--- src/shift_unit_macros.svh ---
// Width and depth constants for the shift unit, included by the package and every RTL module
`ifndef SHIFT_UNIT_MACROS_SVH
`define SHIFT_UNIT_MACROS_SVH

// Data word width in bits
`define SHU_DATA_W 16

// Shift amount width, enough to cover 0 to SHU_DATA_W-1
`define SHU_AMT_W 4

// Register stages in each shift pipe, one load stage plus one per amount bit
`define SHU_DEPTH 5

`endif
--- src/shift_unit_pkg.sv ---
// Shared types of the shift unit, referenced by scoped names from the RTL and the testbench
`include "shift_unit_macros.svh"

package shift_unit_pkg;

    // Shift operation carried with every request
    typedef enum logic [1:0] {
        SHIFT_SHL = 2'd0,
        SHIFT_SHR = 2'd1,
        SHIFT_SRA = 2'd2,
        SHIFT_ROL = 2'd3
    } shift_op_e;

    // Request word presented on the input handshake
    typedef struct packed {
        shift_op_e              op;
        logic [`SHU_AMT_W-1:0]  amt;
        logic [`SHU_DATA_W-1:0] data;
    } shift_req_t;

    // Side information that rides the left pipe to the merge stage
    typedef struct packed {
        shift_op_e op;
        // Set when the requested amount was zero
        logic      amt_zero;
    } shift_tag_t;

endpackage

--- src/shift_unit.sv ---
// Top of the pipelined shift unit, feeding both shifter pipes and joining them at the merge stage
`timescale 1ns/1ps
`include "shift_unit_macros.svh"

module shift_unit (
    input  logic                       clk,
    input  logic                       rst_n,
    input  shift_unit_pkg::shift_req_t req_i,
    input  logic                       valid_i,
    output logic                       ready_o,
    output logic [`SHU_DATA_W-1:0]     data_o,
    output logic                       valid_o,
    input  logic                       ready_i
);

    logic [`SHU_DATA_W-1:0]     left_data;
    logic [`SHU_DATA_W-1:0]     right_data;
    shift_unit_pkg::shift_tag_t left_tag;
    logic                       left_valid;
    logic                       left_ready;
    logic                       right_ready;
    logic                       merge_ready;

    // Both pipes see the same valid and ready, so their readies agree
    assign ready_o = left_ready && right_ready;

    shift_left_pipe u_left (
        .clk     (clk),
        .rst_n   (rst_n),
        .req_i   (req_i),
        .valid_i (valid_i),
        .ready_o (left_ready),
        .data_o  (left_data),
        .tag_o   (left_tag),
        .valid_o (left_valid),
        .ready_i (merge_ready)
    );

    // Its valid tracks the left pipe cycle for cycle
    shift_right_pipe u_right (
        .clk     (clk),
        .rst_n   (rst_n),
        .req_i   (req_i),
        .valid_i (valid_i),
        .ready_o (right_ready),
        .data_o  (right_data),
        .valid_o (),
        .ready_i (merge_ready)
    );

    shift_merge u_merge (
        .clk          (clk),
        .rst_n        (rst_n),
        .left_data_i  (left_data),
        .left_tag_i   (left_tag),
        .right_data_i (right_data),
        .valid_i      (left_valid),
        .ready_o      (merge_ready),
        .data_o       (data_o),
        .valid_o      (valid_o),
        .ready_i      (ready_i)
    );

endmodule

--- src/shift_merge.sv ---
// Output stage that picks or combines the two shifter results by operation and registers them
`timescale 1ns/1ps
`include "shift_unit_macros.svh"

module shift_merge (
    input  logic                       clk,
    input  logic                       rst_n,
    input  logic [`SHU_DATA_W-1:0]     left_data_i,
    input  shift_unit_pkg::shift_tag_t left_tag_i,
    input  logic [`SHU_DATA_W-1:0]     right_data_i,
    input  logic                       valid_i,
    output logic                       ready_o,
    output logic [`SHU_DATA_W-1:0]     data_o,
    output logic                       valid_o,
    input  logic                       ready_i
);

    logic [`SHU_DATA_W-1:0] merged;

    always_comb begin
        merged = left_data_i;
        case (left_tag_i.op)
            shift_unit_pkg::SHIFT_SHR,
            shift_unit_pkg::SHIFT_SRA: begin
                merged = right_data_i;
            end
            shift_unit_pkg::SHIFT_ROL: begin
                // Bits that wrapped around come from the right pipe
                merged = left_data_i | (left_tag_i.amt_zero ? '0 : right_data_i);
            end
            default: begin
                merged = left_data_i;
            end
        endcase
    end

    // Output register takes a new word when empty or when the current one is consumed
    assign ready_o = ready_i || !valid_o;

    always_ff @(posedge clk or negedge rst_n) begin
        if (!rst_n) begin
            valid_o <= 1'b0;
        end else if (ready_o) begin
            valid_o <= valid_i;
        end
    end

    always_ff @(posedge clk) begin
        if (ready_o && valid_i) begin
            data_o <= merged;
        end
    end

endmodule

--- src/shift_right_pipe.sv ---
// Five-register right barrel shifter with a fill bit, deriving its own amount from the request
`timescale 1ns/1ps
`include "shift_unit_macros.svh"

module shift_right_pipe (
    input  logic                       clk,
    input  logic                       rst_n,
    input  shift_unit_pkg::shift_req_t req_i,
    input  logic                       valid_i,
    output logic                       ready_o,
    output logic [`SHU_DATA_W-1:0]     data_o,
    output logic                       valid_o,
    input  logic                       ready_i
);

    localparam int DW = `SHU_DATA_W;
    localparam int AW = `SHU_AMT_W;

    logic [`SHU_DEPTH-1:0] stg_valid;
    logic [`SHU_DEPTH-1:0] stg_ready;
    logic [DW-1:0]         stg_data [`SHU_DEPTH];
    logic [AW-1:0]         stg_amt  [`SHU_DEPTH-1];
    logic                  stg_fill [`SHU_DEPTH-1];

    logic [AW-1:0]         right_amt;
    logic                  fill_bit;

    // Rotate needs the complementary amount, modulo the word width
    always_comb begin
        if (req_i.op == shift_unit_pkg::SHIFT_ROL) begin
            right_amt = AW'(DW - int'(req_i.amt));
        end else begin
            right_amt = req_i.amt;
        end
        fill_bit = (req_i.op == shift_unit_pkg::SHIFT_SRA) ? req_i.data[DW-1] : 1'b0;
    end

    // Same back-pressure rule as the left pipe, so both stay in lockstep
    always_comb begin
        for (int i = 0; i < `SHU_DEPTH; i++) begin
            stg_ready[i] = ready_i || ((~stg_valid >> i) != '0);
        end
    end

    assign ready_o = stg_ready[0];
    assign data_o  = stg_data[`SHU_DEPTH-1];
    assign valid_o = stg_valid[`SHU_DEPTH-1];

    always_ff @(posedge clk or negedge rst_n) begin
        if (!rst_n) begin
            stg_valid <= '0;
        end else begin
            if (stg_ready[0]) begin
                stg_valid[0] <= valid_i;
            end
            for (int i = 1; i < `SHU_DEPTH; i++) begin
                if (stg_ready[i]) begin
                    stg_valid[i] <= stg_valid[i-1];
                end
            end
        end
    end

    always_ff @(posedge clk) begin
        if (stg_ready[0] && valid_i) begin
            stg_data[0] <= req_i.data;
            stg_amt[0]  <= right_amt;
            stg_fill[0] <= fill_bit;
        end
        // Fill bit is placed above the word so the signed shift brings it in from the top
        for (int i = 1; i < `SHU_DEPTH; i++) begin
            if (stg_ready[i] && stg_valid[i-1]) begin
                stg_data[i] <= stg_amt[i-1][i-1]
                             ? DW'($signed({stg_fill[i-1], stg_data[i-1]}) >>> (1 << (i - 1)))
                             : stg_data[i-1];
            end
        end
        for (int i = 1; i < `SHU_DEPTH-1; i++) begin
            if (stg_ready[i] && stg_valid[i-1]) begin
                stg_amt[i]  <= stg_amt[i-1];
                stg_fill[i] <= stg_fill[i-1];
            end
        end
    end

endmodule

--- src/shift_left_pipe.sv ---
// Five-register left barrel shifter with valid/ready back-pressure, carrying the operation tag
`timescale 1ns/1ps
`include "shift_unit_macros.svh"

module shift_left_pipe (
    input  logic                       clk,
    input  logic                       rst_n,
    input  shift_unit_pkg::shift_req_t req_i,
    input  logic                       valid_i,
    output logic                       ready_o,
    output logic [`SHU_DATA_W-1:0]     data_o,
    output shift_unit_pkg::shift_tag_t tag_o,
    output logic                       valid_o,
    input  logic                       ready_i
);

    logic [`SHU_DEPTH-1:0]      stg_valid;
    logic [`SHU_DEPTH-1:0]      stg_ready;
    logic [`SHU_DATA_W-1:0]     stg_data [`SHU_DEPTH];
    // The last stage needs no amount, so it is kept for stages 0 to 3 only
    logic [`SHU_AMT_W-1:0]      stg_amt  [`SHU_DEPTH-1];
    shift_unit_pkg::shift_tag_t stg_tag  [`SHU_DEPTH];

    // A stage may load when the output drains or any stage from it onward is empty
    always_comb begin
        for (int i = 0; i < `SHU_DEPTH; i++) begin
            stg_ready[i] = ready_i || ((~stg_valid >> i) != '0);
        end
    end

    assign ready_o = stg_ready[0];
    assign data_o  = stg_data[`SHU_DEPTH-1];
    assign tag_o   = stg_tag[`SHU_DEPTH-1];
    assign valid_o = stg_valid[`SHU_DEPTH-1];

    // Occupancy of each stage
    always_ff @(posedge clk or negedge rst_n) begin
        if (!rst_n) begin
            stg_valid <= '0;
        end else begin
            if (stg_ready[0]) begin
                stg_valid[0] <= valid_i;
            end
            for (int i = 1; i < `SHU_DEPTH; i++) begin
                if (stg_ready[i]) begin
                    stg_valid[i] <= stg_valid[i-1];
                end
            end
        end
    end

    always_ff @(posedge clk) begin
        // Stage 0 captures the request and forms the tag
        if (stg_ready[0] && valid_i) begin
            stg_data[0]         <= req_i.data;
            stg_amt[0]          <= req_i.amt;
            stg_tag[0].op       <= req_i.op;
            stg_tag[0].amt_zero <= (req_i.amt == '0);
        end
        // Stage i shifts by 2**(i-1) under amount bit i-1, zeros enter at the bottom
        for (int i = 1; i < `SHU_DEPTH; i++) begin
            if (stg_ready[i] && stg_valid[i-1]) begin
                stg_data[i] <= stg_amt[i-1][i-1] ? stg_data[i-1] << (1 << (i - 1))
                                                 : stg_data[i-1];
                stg_tag[i]  <= stg_tag[i-1];
            end
        end
        for (int i = 1; i < `SHU_DEPTH-1; i++) begin
            if (stg_ready[i] && stg_valid[i-1]) begin
                stg_amt[i] <= stg_amt[i-1];
            end
        end
    end

endmodule

--- config.mk ---
export PLATFORM = sky130hd
export DESIGN_NAME = shift_unit
export DESIGN_NICKNAME = d
export VERILOG_FILES = /design/src/shift_unit_pkg.sv /design/src/shift_unit.sv /design/src/shift_merge.sv /design/src/shift_right_pipe.sv /design/src/shift_left_pipe.sv
export VERILOG_INCLUDE_DIRS = /design/src /design/src/src
export SDC_FILE = /design/constraint.sdc
export NUM_CORES = 1
export LEC_CHECK = 0
export ABC_AREA = 1
export BUFFER_PORTS_ARGS = -buffer_cell sky130_fd_sc_hd__clkbuf_2
export CAP_MARGIN = 5
export CORE_MARGIN = 2
export CORE_UTILIZATION = 45
export CTS_CLUSTER_SIZE = 28
export DETAILED_ROUTE_END_ITERATION = 7
export PLACE_DENSITY_LB_ADDON = 0.3
export SLEW_MARGIN = 20
export SYNTH_ARGS = -nofsm -noshare
export SYNTH_HDL_FRONTEND = slang
export SYNTH_SLANG_ARGS = --single-unit
--- constraint.sdc ---
create_clock -name clk -period 2.27 [get_ports clk]
set_input_delay 0.1135 -clock clk [delete_from_list [all_inputs] [get_ports clk]]
set_output_delay 0.1135 -clock clk [all_outputs]
set_load 0.05 [all_outputs]
==> metrics.txt, run 1 <==
sw frac 28.4%; DIE AREA about 0.02 sq mm; 1st-iter DRT viols 269; maximum clock rate 519 MHz; H-Tree Depth 1; Leakage roughly 4 nW; TritonCTS buffer count 23; Layout Nets just under 800; sequential share of the synthesized area 76.9%; endpoints failing setup 0; clock share of power 30.9%; Peak VDD IR around 710 uV; cells after synthesis 679; TNS Setup 0 ns; critical path's largest stage delay 0.35 ns; Via Count between 4000 and 5000; overall power 11.9 mW; CTS tree yes; CP Buf/Inv Count 3; Hold WS between 0.3 and 0.4 ns; Critical Path, Cell by Cell inv_1 -> nor2_4 -> nand3_1 -> nand2_1 -> inv_1 -> clkbuf_2; Synth Area in XOR/XNOR less than 1%; Clock Latency Late Sink between 0.5 and 0.6 ns; Least-Margin Pin Slew 0.814 ns; antenna violations before repair 0; fraction of layout cells with a size suffix above 1 approximately 13%; clock root buffer clkbuf_16; drt total wl ~14 mm; RSZ-0062 raised after global routing no; fin crit period approximately 1.9 ns; combinational family with the most area after synthesis simple AND/OR/NAND/NOR gates; net count after synthesis slightly above 700; Relative slew margins a little under half; mapped cell area ~0.0088 sq mm; cell family with most CP delay simple AND/OR/NAND/NOR gates; post-route ant nets 0; Synth Area in Simple Gates a little under a tenth; first-pass GRT wire length roughly 22 mm; drt pass-1 iters 4; Final Worst Setup Slack approximately 0.34 ns; WL/cell roughly 13 um; DP Worst Slack approximately 0.58 ns; CP max stage cell dfrtp_1; vias in the first global route ~4500; FP Rows roughly 50; Sw Pwr 3.38 mW; pwr dens approximately 1200 mW/mm^2; CTS Sinks 226; startpoint type of the worst setup path flip-flop; gp weighted congestion 0.948; most used cell, CP inv_1; sequential share of power roughly half; Max-Cap Viols 0; CP required around 2.2 ns; Hold Vio Cnt, Final 0; CP arrival between 1.5 and 2 ns; status complete, no violations; Internal between 8 and 9 mW; total grt overflow 0; CORE AREA slightly below 0.02 sq mm; Final period util about 85%; drc violations 0; combinational power share around 17%; Ports 44; post-synthesis cell type count 23; Synth Register Bits approximately 230; pin count of the biggest net entering global routing 33; synthesis-to-finish area growth 17.0%; crit path max fanout 14; mux share of post-synthesis cell area 0.386%; die width between 100 and 150 um; max-slew violations 0; crit path capture type output port; worst hold-check path type in -> reg; Via-to-Cell Ratio 4.57; multi-input logic area between 0.0015 and 0.002 sq mm; Die Span Y 143 um; synthesized area per cell approximately 13 sq um; critical path class reg -> out; area occupied by registers 0.00673 sq mm; PortBufs 43; adder-cell share of the synthesized area 0.429%; Synth Warn # 0; fillers between 1500 and 2000; ANT cells 0; DP HPWL about 9.5 mm; Initial Util between 40% and 50%; Worst Skew 0.0166 ns; gr usage total 13.7%; Compound-Gate Fraction of Synth Area approximately 7%; clk slew on worst S/H paths 0.06 ns; clk buf depth 3
==> state kept, by name, summed over array words and instances (netlist names) <==
name and flops:
u_merge.data_o 16, u_left.stg_valid 5, u_right.stg_data 80, u_merge.valid_o 1, u_right.stg_valid 5, u_left.stg_amt 10, u_right.stg_amt 10, u_right.stg_fill 4
u_left.stg_data 80, u_left.stg_tag 15
==> layer usage <==
metal	vias up	routed length, um	track usage (%)
li1	2472	-	-
met1	2129	6060	18.0
met2	99	6350	22.3
met3	42	539	2.53
met4	0	610	6.24
met5	-	0	0
==> Yosys cell counts, drive strengths merged <==
cell / count / share of area (%)
edfxtp: 215 / 74
nand2: 102 / 4.4
inv: 90 / 3.9
nor2: 85 / 3.8
a21oi: 65 / 3.7
o21ai: 54 / 3.1
buf: 26 / 1.8
nand3: 19 / 1.1
dfrtp: 11 / 3.1
ha: 3 / 0.43
mux2: 3 / 0.39
a31oi: 2 / 0.14
clkbuf: 1 / 0.043
nand3b: 1 / 0.086
o21bai: 1 / 0.21
xor2: 1 / 0.10
==> power groups by stage <==
stage,clock (mW),sequential (mW),combinational [mW]
CTS,3.76,6.19,2.07
finish,3.68,6.18,2.04
detailed placement,0,6.28,2.03
global route,3.93,6.28,2.27
global placement,0,6.25,1.97
floorplan,0,6.58,1.16
==> placed cells by master, fill, tap and decap left out, drive strengths merged <==
cell           n
a31oi          2
nand2        102
inv           91
o21bai         1
clkinvlp       2
o21ai         54
ha             3
nor2          85
dfrtp         11
a21oi         65
buf            9
clkinv         7
nand3b         1
bufinv         3
edfxtp       215
mux2           3
dlygate4sd3   27
nand3         19
clkbuf        72
xor2           1
==> per-stage QoR <==
| stage | utilization, % | instances | area, sq um |
|---|---|---|---|
| 6_report | 53.2 | 1038 | 10200 |
| 5_1_grt | 53.2 | 1038 | 10200 |
| 4_1_cts | 53.2 | 1038 | 10200 |
| 3_5_place_dp | 47.9 | 969 | 9240 |
| 3_3_place_gp | 47.9 | 969 | 9240 |
| 2_1_floorplan | - | 679 | 8780 |
==> cell families after synthesis <==
kind of cell	count (synthesis)
AO/OA/AOI/OAI	122
XOR/XNOR	1
adder cells (fa/ha/maj)	3
buffers and inverters	117
flip-flops	226
multiplexers	3
AND/OR/NAND/NOR	207
==> timing repair <==
action                                 CTS  global route
resized for setup                        0             0
buffers inserted                         0             0
endpoints found under the hold margin   65             0
hold buffers                            27             0
==> layout make-up <==
cell class	instances	share of cell area [%]
multi-input cells	336	15.1
clock inverters	13	1.40
repair buffers	79	5.40
well taps	265	3.24
flip-flops and latches	226	65.7
inverters	90	3.30
clock buffers	29	5.84
==> path summary, 6_finish.rpt <==
path / startpoint / endpoint / slack [ns] / depth (start not counted)
min in group asynchronous: rst_n / u_left.stg_valid[3]$_DFFE_PN0P_ / 0.51 / 3
min reg2reg: u_right.stg_amt[1][3]$_DFFE_PP_ / u_right.stg_amt[2][3]$_DFFE_PP_ / 0.42 / 0
max reg2reg: u_merge.valid_o$_DFFE_PN0P_ / u_left.stg_data[0][67]$_SDFFCE_PP0P_ / 0.60 / 5
min: req_i[21] / u_left.stg_tag[0][2]$_DFFE_PP_ / 0.37 / 2
max: u_merge.valid_o$_DFFE_PN0P_ / ready_o / 0.34 / 6
max in group asynchronous: rst_n / u_left.stg_valid[0]$_DFFE_PN0P_ / 0.85 / 4
Power figures use the tool's default switching activity.
==> run 2, diff against run 1 <==
==> constraint.sdc (replaced) <==
create_clock -name clk -period 2 [get_ports clk]
set_input_delay 0.1 -clock clk [delete_from_list [all_inputs] [get_ports clk]]
set_output_delay 0.1 -clock clk [all_outputs]
set_load 0.05 [all_outputs]
==> metrics.txt, run 2 (synthesized netlist as in run 1, its figures left out) <==
status complete, no violations (unchanged); critical path class reg -> out (unchanged); Leakage 4.11 nW (was 4.09 nW); Hold Vio Cnt, Final 0 (unchanged); Cell Count, Final, Fillers Out 1043 (was 1038); Internal 9.54 mW (was 8.52 mW); drt total wl 13.5 mm (was 13.6 mm); Via-to-Cell Ratio 4.56 (was 4.57); combinational power share 17.8% (was 17.1%); gr usage total 13.5% (was 13.7%); placed insts 974 (was 969); maximum clock rate 554 MHz; Post-CTS Setup Bufs 0 (unchanged); H-Tree Depth 1 (unchanged); ANT cells 0 (unchanged); RSZ-0062 raised after global routing no (unchanged); sw frac 28.5% (was 28.4%); pwr dens 1300 mW/mm^2 (was 1160 mW/mm^2); crit path max fanout 12 (was 14); Sw Pwr 3.81 mW (was 3.38 mW); largest registers u_left.stg_data: 80 flops, u_right.stg_data: 80 flops, u_merge.data_o: 16 flops (unchanged); antenna violations before repair 0 (unchanged); crit path capture type output port (unchanged); Relative slew margins 46.4% (was 45.7%); startpoint type of the worst setup path flip-flop (unchanged); Max-Cap Viols 0 (unchanged); Hold WS 0.325 ns (was 0.371 ns); CTS tree yes (unchanged); synthesis-to-finish area growth 17.2% (was 17.0%); Worst Skew 0.0195 ns (was 0.0166 ns); DIE AREA 0.0206 sq mm (unchanged); gp weighted congestion 0.946 (was 0.948); Layout Nets 790 (was 785); DP HPWL 9.39 mm (was 9.46 mm); first-pass GRT wire length 21.9 mm (was 22.3 mm); Placed Area 0.00927 sq mm (was 0.00924 sq mm); fin crit period 1.81 ns; TNS Setup 0 ns (unchanged); hold buffer count at CTS 27 (unchanged); Peak VDD IR 653 uV (was 707 uV); clk slew on worst S/H paths 0.06 ns (about the same); die width 143 um (unchanged); clock root buffer clkbuf_16 (unchanged); vias in the first global route 4541 (was 4530); sequential share of power 52.3% (was 51.9%); most common cell after layout, fill and taps aside edfxtp_1 (unchanged); CTS Sinks 226 (unchanged); FP Rows 51 (unchanged); CP arrival 1.71 ns (was 1.81 ns); commonest cells after routing, fill and taps aside edfxtp_1 (215), nand2_1 (101), inv_1 (87) (unchanged); PortBufs 43 (unchanged); worst hold-check path type in -> reg (unchanged); max-slew violations 0 (unchanged); pin count of the biggest net entering global routing 33 (unchanged); worst hold path depth 2 (unchanged); Via Count 4755 (was 4742); Core Util, Final 53.2% (about the same); CTS-repair resized insts 0 (unchanged); CORE AREA 0.0193 sq mm (unchanged); Initial Util 45.4% (unchanged); overall power 13.4 mW (was 11.9 mW); post-route ant nets 0 (unchanged); cell area after layout 0.0103 sq mm (was 0.0102 sq mm); 1st-iter DRT viols 250 (was 269); fraction of layout cells with a size suffix above 1 13.4% (was 12.9%); clk buf depth 3 (unchanged); Clock Latency Late Sink 0.50 ns (was 0.51 ns); Die Span Y 143 um (unchanged); total grt overflow 0 (unchanged); drt pass-1 iters 5 (was 4); Least-Margin Pin Slew 0.804 ns (was 0.814 ns); Final period util 90.3%; TritonCTS buffer count 23 (unchanged); endpoints failing setup 0 (unchanged); drc violations 0 (unchanged); CP required 1.90 ns (was 2.16 ns); clock share of power 30.0% (was 30.9%); Ports 44 (unchanged); Final Worst Setup Slack 0.194 ns (was 0.344 ns); Worst R2R Path Depth 5 (unchanged); WL/cell 13.0 um (was 13.1 um); DP Worst Slack 0.505 ns (was 0.576 ns)
==> run 2: cell types whose count changed in the layout (fill, tap and decap cells not counted), sizes merged <==
cell,before,now
clkinv,7,13
buf,9,14
clkinvlp,2,0
bufinv,3,2
clkbuf,72,69
==> run 2: final timing paths <==
check	endpoint	start	slack, ns
min in group asynchronous	u_left.stg_valid[1]$_DFFE_PN0P_	rst_n	0.51
min reg2reg	u_left.stg_tag[0][14]$_DFFE_PP_	u_left.stg_tag[0][11]$_DFFE_PP_	0.41
max	ready_o	u_merge.valid_o$_DFFE_PN0P_	0.19
max reg2reg	u_right.stg_data[0][72]$_DFFE_PP_	u_merge.valid_o$_DFFE_PN0P_	0.52
max in group asynchronous	u_left.stg_valid[0]$_DFFE_PN0P_	rst_n	0.62
min	u_left.stg_data[0][9]$_DFFE_PP_	req_i[9]	0.32
==> run 2: power by group through the flow <==
stage	clock (mW)	combinational, mW	sequential, mW
2_1_floorplan	0	1.32	7.47
3_3_place_gp	0	2.30	7.07
3_5_place_dp	0	2.35	7.09
4_1_cts	4.11	2.40	7.00
5_1_grt	4.29	2.65	7.08
6_report	4.00	2.37	6.98
==> run 2: area by class of cell <==
| type | count | area [sq um] |
|---|---|---|
| Inverter | 90 | 338 |
| Clock buffer | 26 | 587 |
| Multi-Input combinational cell | 336 | 1550 |
| Timing Repair Buffer | 84 | 591 |
| Fill cell | 1663 | 9010 |
| Clock inverter | 16 | 128 |
| Tap cell | 265 | 332 |
| Sequential cell | 226 | 6730 |
==> run 2: worst max-delay path, cell delays in order, from the launching register on <==
cell      delay (ns)
dfrtp_1         0.34
inv_1           0.06
nor2_4          0.27
nand3_1         0.18
nand2_1         0.10
inv_1           0.04
clkbuf_2        0.23
==> run 2: per-layer routing <==
layer	wire length, um	global-route usage, %	up-vias	share of wire [%]
li1	-	-	2489	-
met1	6100	17.3	2124	45
met2	6450	22.7	113	48
met3	542	2.80	29	4.0
met4	453	4.90	0	3.3
met5	0	0	-	0
==> run 3, diff against run 2 <==
--- a/config.mk
+++ b/config.mk
@@ -6,7 +6,6 @@
 export SDC_FILE = /design/constraint.sdc
 export NUM_CORES = 1
 export LEC_CHECK = 0
-export ABC_AREA = 1
 export BUFFER_PORTS_ARGS = -buffer_cell sky130_fd_sc_hd__clkbuf_2
 export CAP_MARGIN = 5
 export CORE_MARGIN = 2
==> metrics.txt, run 3 <==
Final period util 91.4% (was 90.3%); GRT met1 Usage 18.4% (was 17.3%); clk slew on worst S/H paths 0.06 ns (about the same); Least-Margin Pin Slew 0.591 ns (was 0.804 ns); worst hold-check path type in -> async (was in -> reg); CP required 1.90 ns (about the same); Synth Area in XOR/XNOR 0.201% (was 0.100%); drc violations 0 (unchanged); Synth Register Bits 226 (unchanged); CORE AREA 0.0188 sq mm (was 0.0193 sq mm); Via-to-Cell Ratio 4.67 (was 4.56); gp weighted congestion 0.838 (was 0.946); Critical Path, Cell by Cell nand4b_1 -> nor2_2 -> nor2_1 -> clkbuf_2 (was inv_1 -> nor2_4 -> nand3_1 -> nand2_1 -> inv_1 -> clkbuf_2); asr flop ratio synth 4.87% (unchanged); adder-cell share of the synthesized area 0.431% (was 0.429%); Hold Vio Cnt, Final 0 (unchanged); TritonCTS buffer count 23 (unchanged); Via Count 3847 (was 4755); CP max stage cell dfrtp_1 (unchanged); endpoints failing setup 0 (unchanged); pwr dens 1220 mW/mm^2 (was 1300 mW/mm^2); drt total wl 13.0 mm (was 13.5 mm); gr usage total 13.4% (was 13.5%); launch point of the worst reg-to-reg path u_merge.valid_o$_DFFE_PN0P_ (unchanged); Peak VDD IR 719 uV (was 653 uV); maximum clock rate 547 MHz (was 554 MHz); Synth Warn # 0 (unchanged); clk buf depth 3 (unchanged); crit path max fanout 6 (was 12); top-count cell post-synth edfxtp_1 (unchanged); combinational family with the most area after synthesis multiplexers (was simple AND/OR/NAND/NOR gates); net count after synthesis 490 (was 708); crit path from u_left.stg_valid[4]$_DFFE_PN0P_ (was u_merge.valid_o$_DFFE_PN0P_); total grt overflow 0 (unchanged); largest registers u_left.stg_data: 80 flops, u_right.stg_data: 80 flops, u_merge.data_o: 16 flops (unchanged); slack of the worst reg-to-reg path 0.45 ns (was 0.52 ns); fillers 1459 (was 1663); ys flop type edfxtp_1 (unchanged); Ports 44 (unchanged); FP Rows 50 (was 51); crit path capture type output port (unchanged); CTS Sinks 226 (unchanged); mapped cell area 0.00872 sq mm (was 0.00875 sq mm); overall power 12.4 mW (was 13.4 mW); antenna violations before repair 0 (unchanged); RSZ-0062 raised after global routing no (unchanged); synthesis-to-finish area growth 16.9% (was 17.2%); Clock Latency Late Sink 0.51 ns (was 0.50 ns); status complete, no violations (unchanged); synthesized area per cell 18.9 sq um (was 12.9 sq um); Post-CTS Setup Bufs 0 (unchanged); sequential share of the synthesized area 77.2% (was 76.9%); Relative slew margins 60.6% (was 46.4%); busiest layer in global routing met2 (unchanged); post-route ant nets 0 (unchanged); fraction of layout cells with a size suffix above 1 36.2% (was 13.4%); area occupied by registers 0.00673 sq mm (unchanged); fin crit period 1.83 ns (was 1.81 ns); CP Buf/Inv Count 1 (was 3); Compound-Gate Fraction of Synth Area 3.13% (was 7.16%); H-Tree Depth 1 (unchanged); DIE AREA 0.0205 sq mm (was 0.0206 sq mm); Post-synth EDFFs 215 (unchanged); multi-input logic area 0.00181 sq mm (was 0.00155 sq mm); Worst Skew 0.0264 ns (was 0.0195 ns); CTS tree yes (unchanged); Layout Nets 575 (was 790); pin count of the biggest net entering global routing 24 (was 33); routing usage on met3 2.82% (was 2.80%); DP HPWL 9.04 mm (was 9.39 mm); WL/cell 15.8 um (was 13.0 um); 1st-iter DRT viols 197 (was 250); Leakage 3.67 nW (was 4.11 nW); drt pass-1 iters 4 (was 5); WP depth 4 (was 6); post-synthesis cell type count 31 (was 23); clock root buffer clkbuf_16 (unchanged); Yosys top cell by area edfxtp_1 (unchanged); max-slew violations 0 (unchanged); GRT met2 Usage 21.8% (was 22.7%); most common cell after layout, fill and taps aside edfxtp_1 (unchanged); Synth Area in Simple Gates 3.76% (was 9.33%); commonest cells after routing, fill and taps aside edfxtp_1 (215), mux2_2 (100), clkbuf_2 (43) (was edfxtp_1 (215), nand2_1 (101), inv_1 (87)); startpoint type of the worst setup path flip-flop (unchanged); Synth area leaders edfxtp_1 (74%), mux2_2 (13%), dfrtp_1 (3.2%) (was edfxtp_1 (74%), nand2_1 (4.3%), inv_1 (3.7%)); TNS Setup 0 ns (unchanged); die width 143 um (about the same); worst r2r dst u_left.stg_tag[0][7]$_DFFE_PP_ (was u_right.stg_data[0][72]$_DFFE_PP_); PortBufs 43 (unchanged); synth cell count leaders edfxtp_1 (215), mux2_2 (100), nor2b_1 (20) (was edfxtp_1 (215), nand2_1 (101), inv_1 (87)); cells after synthesis 461 (was 679); mux share of post-synthesis cell area 12.9% (was 0.386%); Worst R2R Path Depth 4 (was 5); Yosys top cell area share 74.1% (was 73.7%); worst setup path endpoint ready_o (unchanged); cell family with most CP delay simple AND/OR/NAND/NOR gates (unchanged); critical path class reg -> out (unchanged); Initial Util 46.3% (was 45.4%); ANT cells 0 (unchanged); Die Span Y 143 um (about the same); CP arrival 1.73 ns (was 1.71 ns); Max-Cap Viols 0 (unchanged); vias in the first global route 3862 (was 4541); critical path's largest stage delay 0.42 ns (was 0.34 ns); first-pass GRT wire length 21.2 mm (was 21.9 mm)
[run 3: through the flow]
| stage | util [%] | hold slack (ns) | cell area, sq um | setup slack [ns] | std cells |
|---|---|---|---|---|---|
| after floorplan | - | -0.196 | 8740 | 0.0300 | 461 |
| after global placement | 49.0 | -0.0131 | 9230 | 0.493 | 756 |
| after detailed placement | 49.0 | -0.00197 | 9230 | 0.441 | 756 |
| after CTS | 54.1 | 0.0381 | 10200 | 0.118 | 823 |
| after global routing | 54.1 | 0.0594 | 10200 | 0.0475 | 823 |
| final | 54.1 | 0.0573 | 10200 | 0.172 | 823 |
[run 3: routing by layer]
metal	part of all wire [%]	wire, um
met5	0	0
met2	48	6250
met1	46	6010
met3	3.5	461
met4	2.0	264
[run 3: kinds of logic after synthesis]
logic type               after synthesis
multiplexers                         100
AND/OR/NAND/NOR                       56
buffers and inverters                 38
flip-flops                           226
AO/OA/AOI/OAI                         36
XOR/XNOR                               2
adder cells (fa/ha/maj)                3
[run 3: layout make-up]
cell class | instances | area share, %
sequential | 226 | 66.1
multi-input combinational | 197 | 17.7
clock buffer | 38 | 6.59
timing repair buffer | 79 | 5.38
tap | 260 | 3.19
inverter | 19 | 0.700
clock inverter | 4 | 0.356
[run 3: worst min path at each step]
stage               startpoint                          endpoint  slack [ns]  cells after the start
global placement         rst_n   u_left.stg_valid[4]$_DFFE_PN0P_       -0.01                      1
finish                   rst_n  u_right.stg_valid[1]$_DFFE_PN0P_        0.06                      2
global route             rst_n   u_left.stg_valid[3]$_DFFE_PN0P_        0.06                      2
detailed placement       rst_n   u_left.stg_valid[4]$_DFFE_PN0P_      -0.002                      1
CTS                      rst_n  u_right.stg_valid[1]$_DFFE_PN0P_        0.04                      2
floorplan                rst_n   u_left.stg_valid[0]$_DFFE_PN0P_       -0.20                      0
[run 3: repair_timing]
action / CTS / global route
gates resized for setup: 0 / 2
setup endpoints to repair: 0 / 1
hold buffers: 25 / 0
endpoints found under the hold margin: 57 / 0
[run 3: worst reg2reg max path, cell delays in order, from the launching register on]
cell	delay [ns]
dfrtp_1	0.41
and2b_1	0.27
nand4_1	0.16
and2_1	0.13
buf_4	0.26
[run 3: report_power, final]
part | internal, mW | total, mW | switching [mW] | leakage [nW]
clock | 2.30 | 3.94 | 1.64 | 0.343
sequential | 6.33 | 6.75 | 0.424 | 2.23
combinational | 0.736 | 1.75 | 1.01 | 1.10
total | 9.37 | 12.4 | 3.07 | 3.67
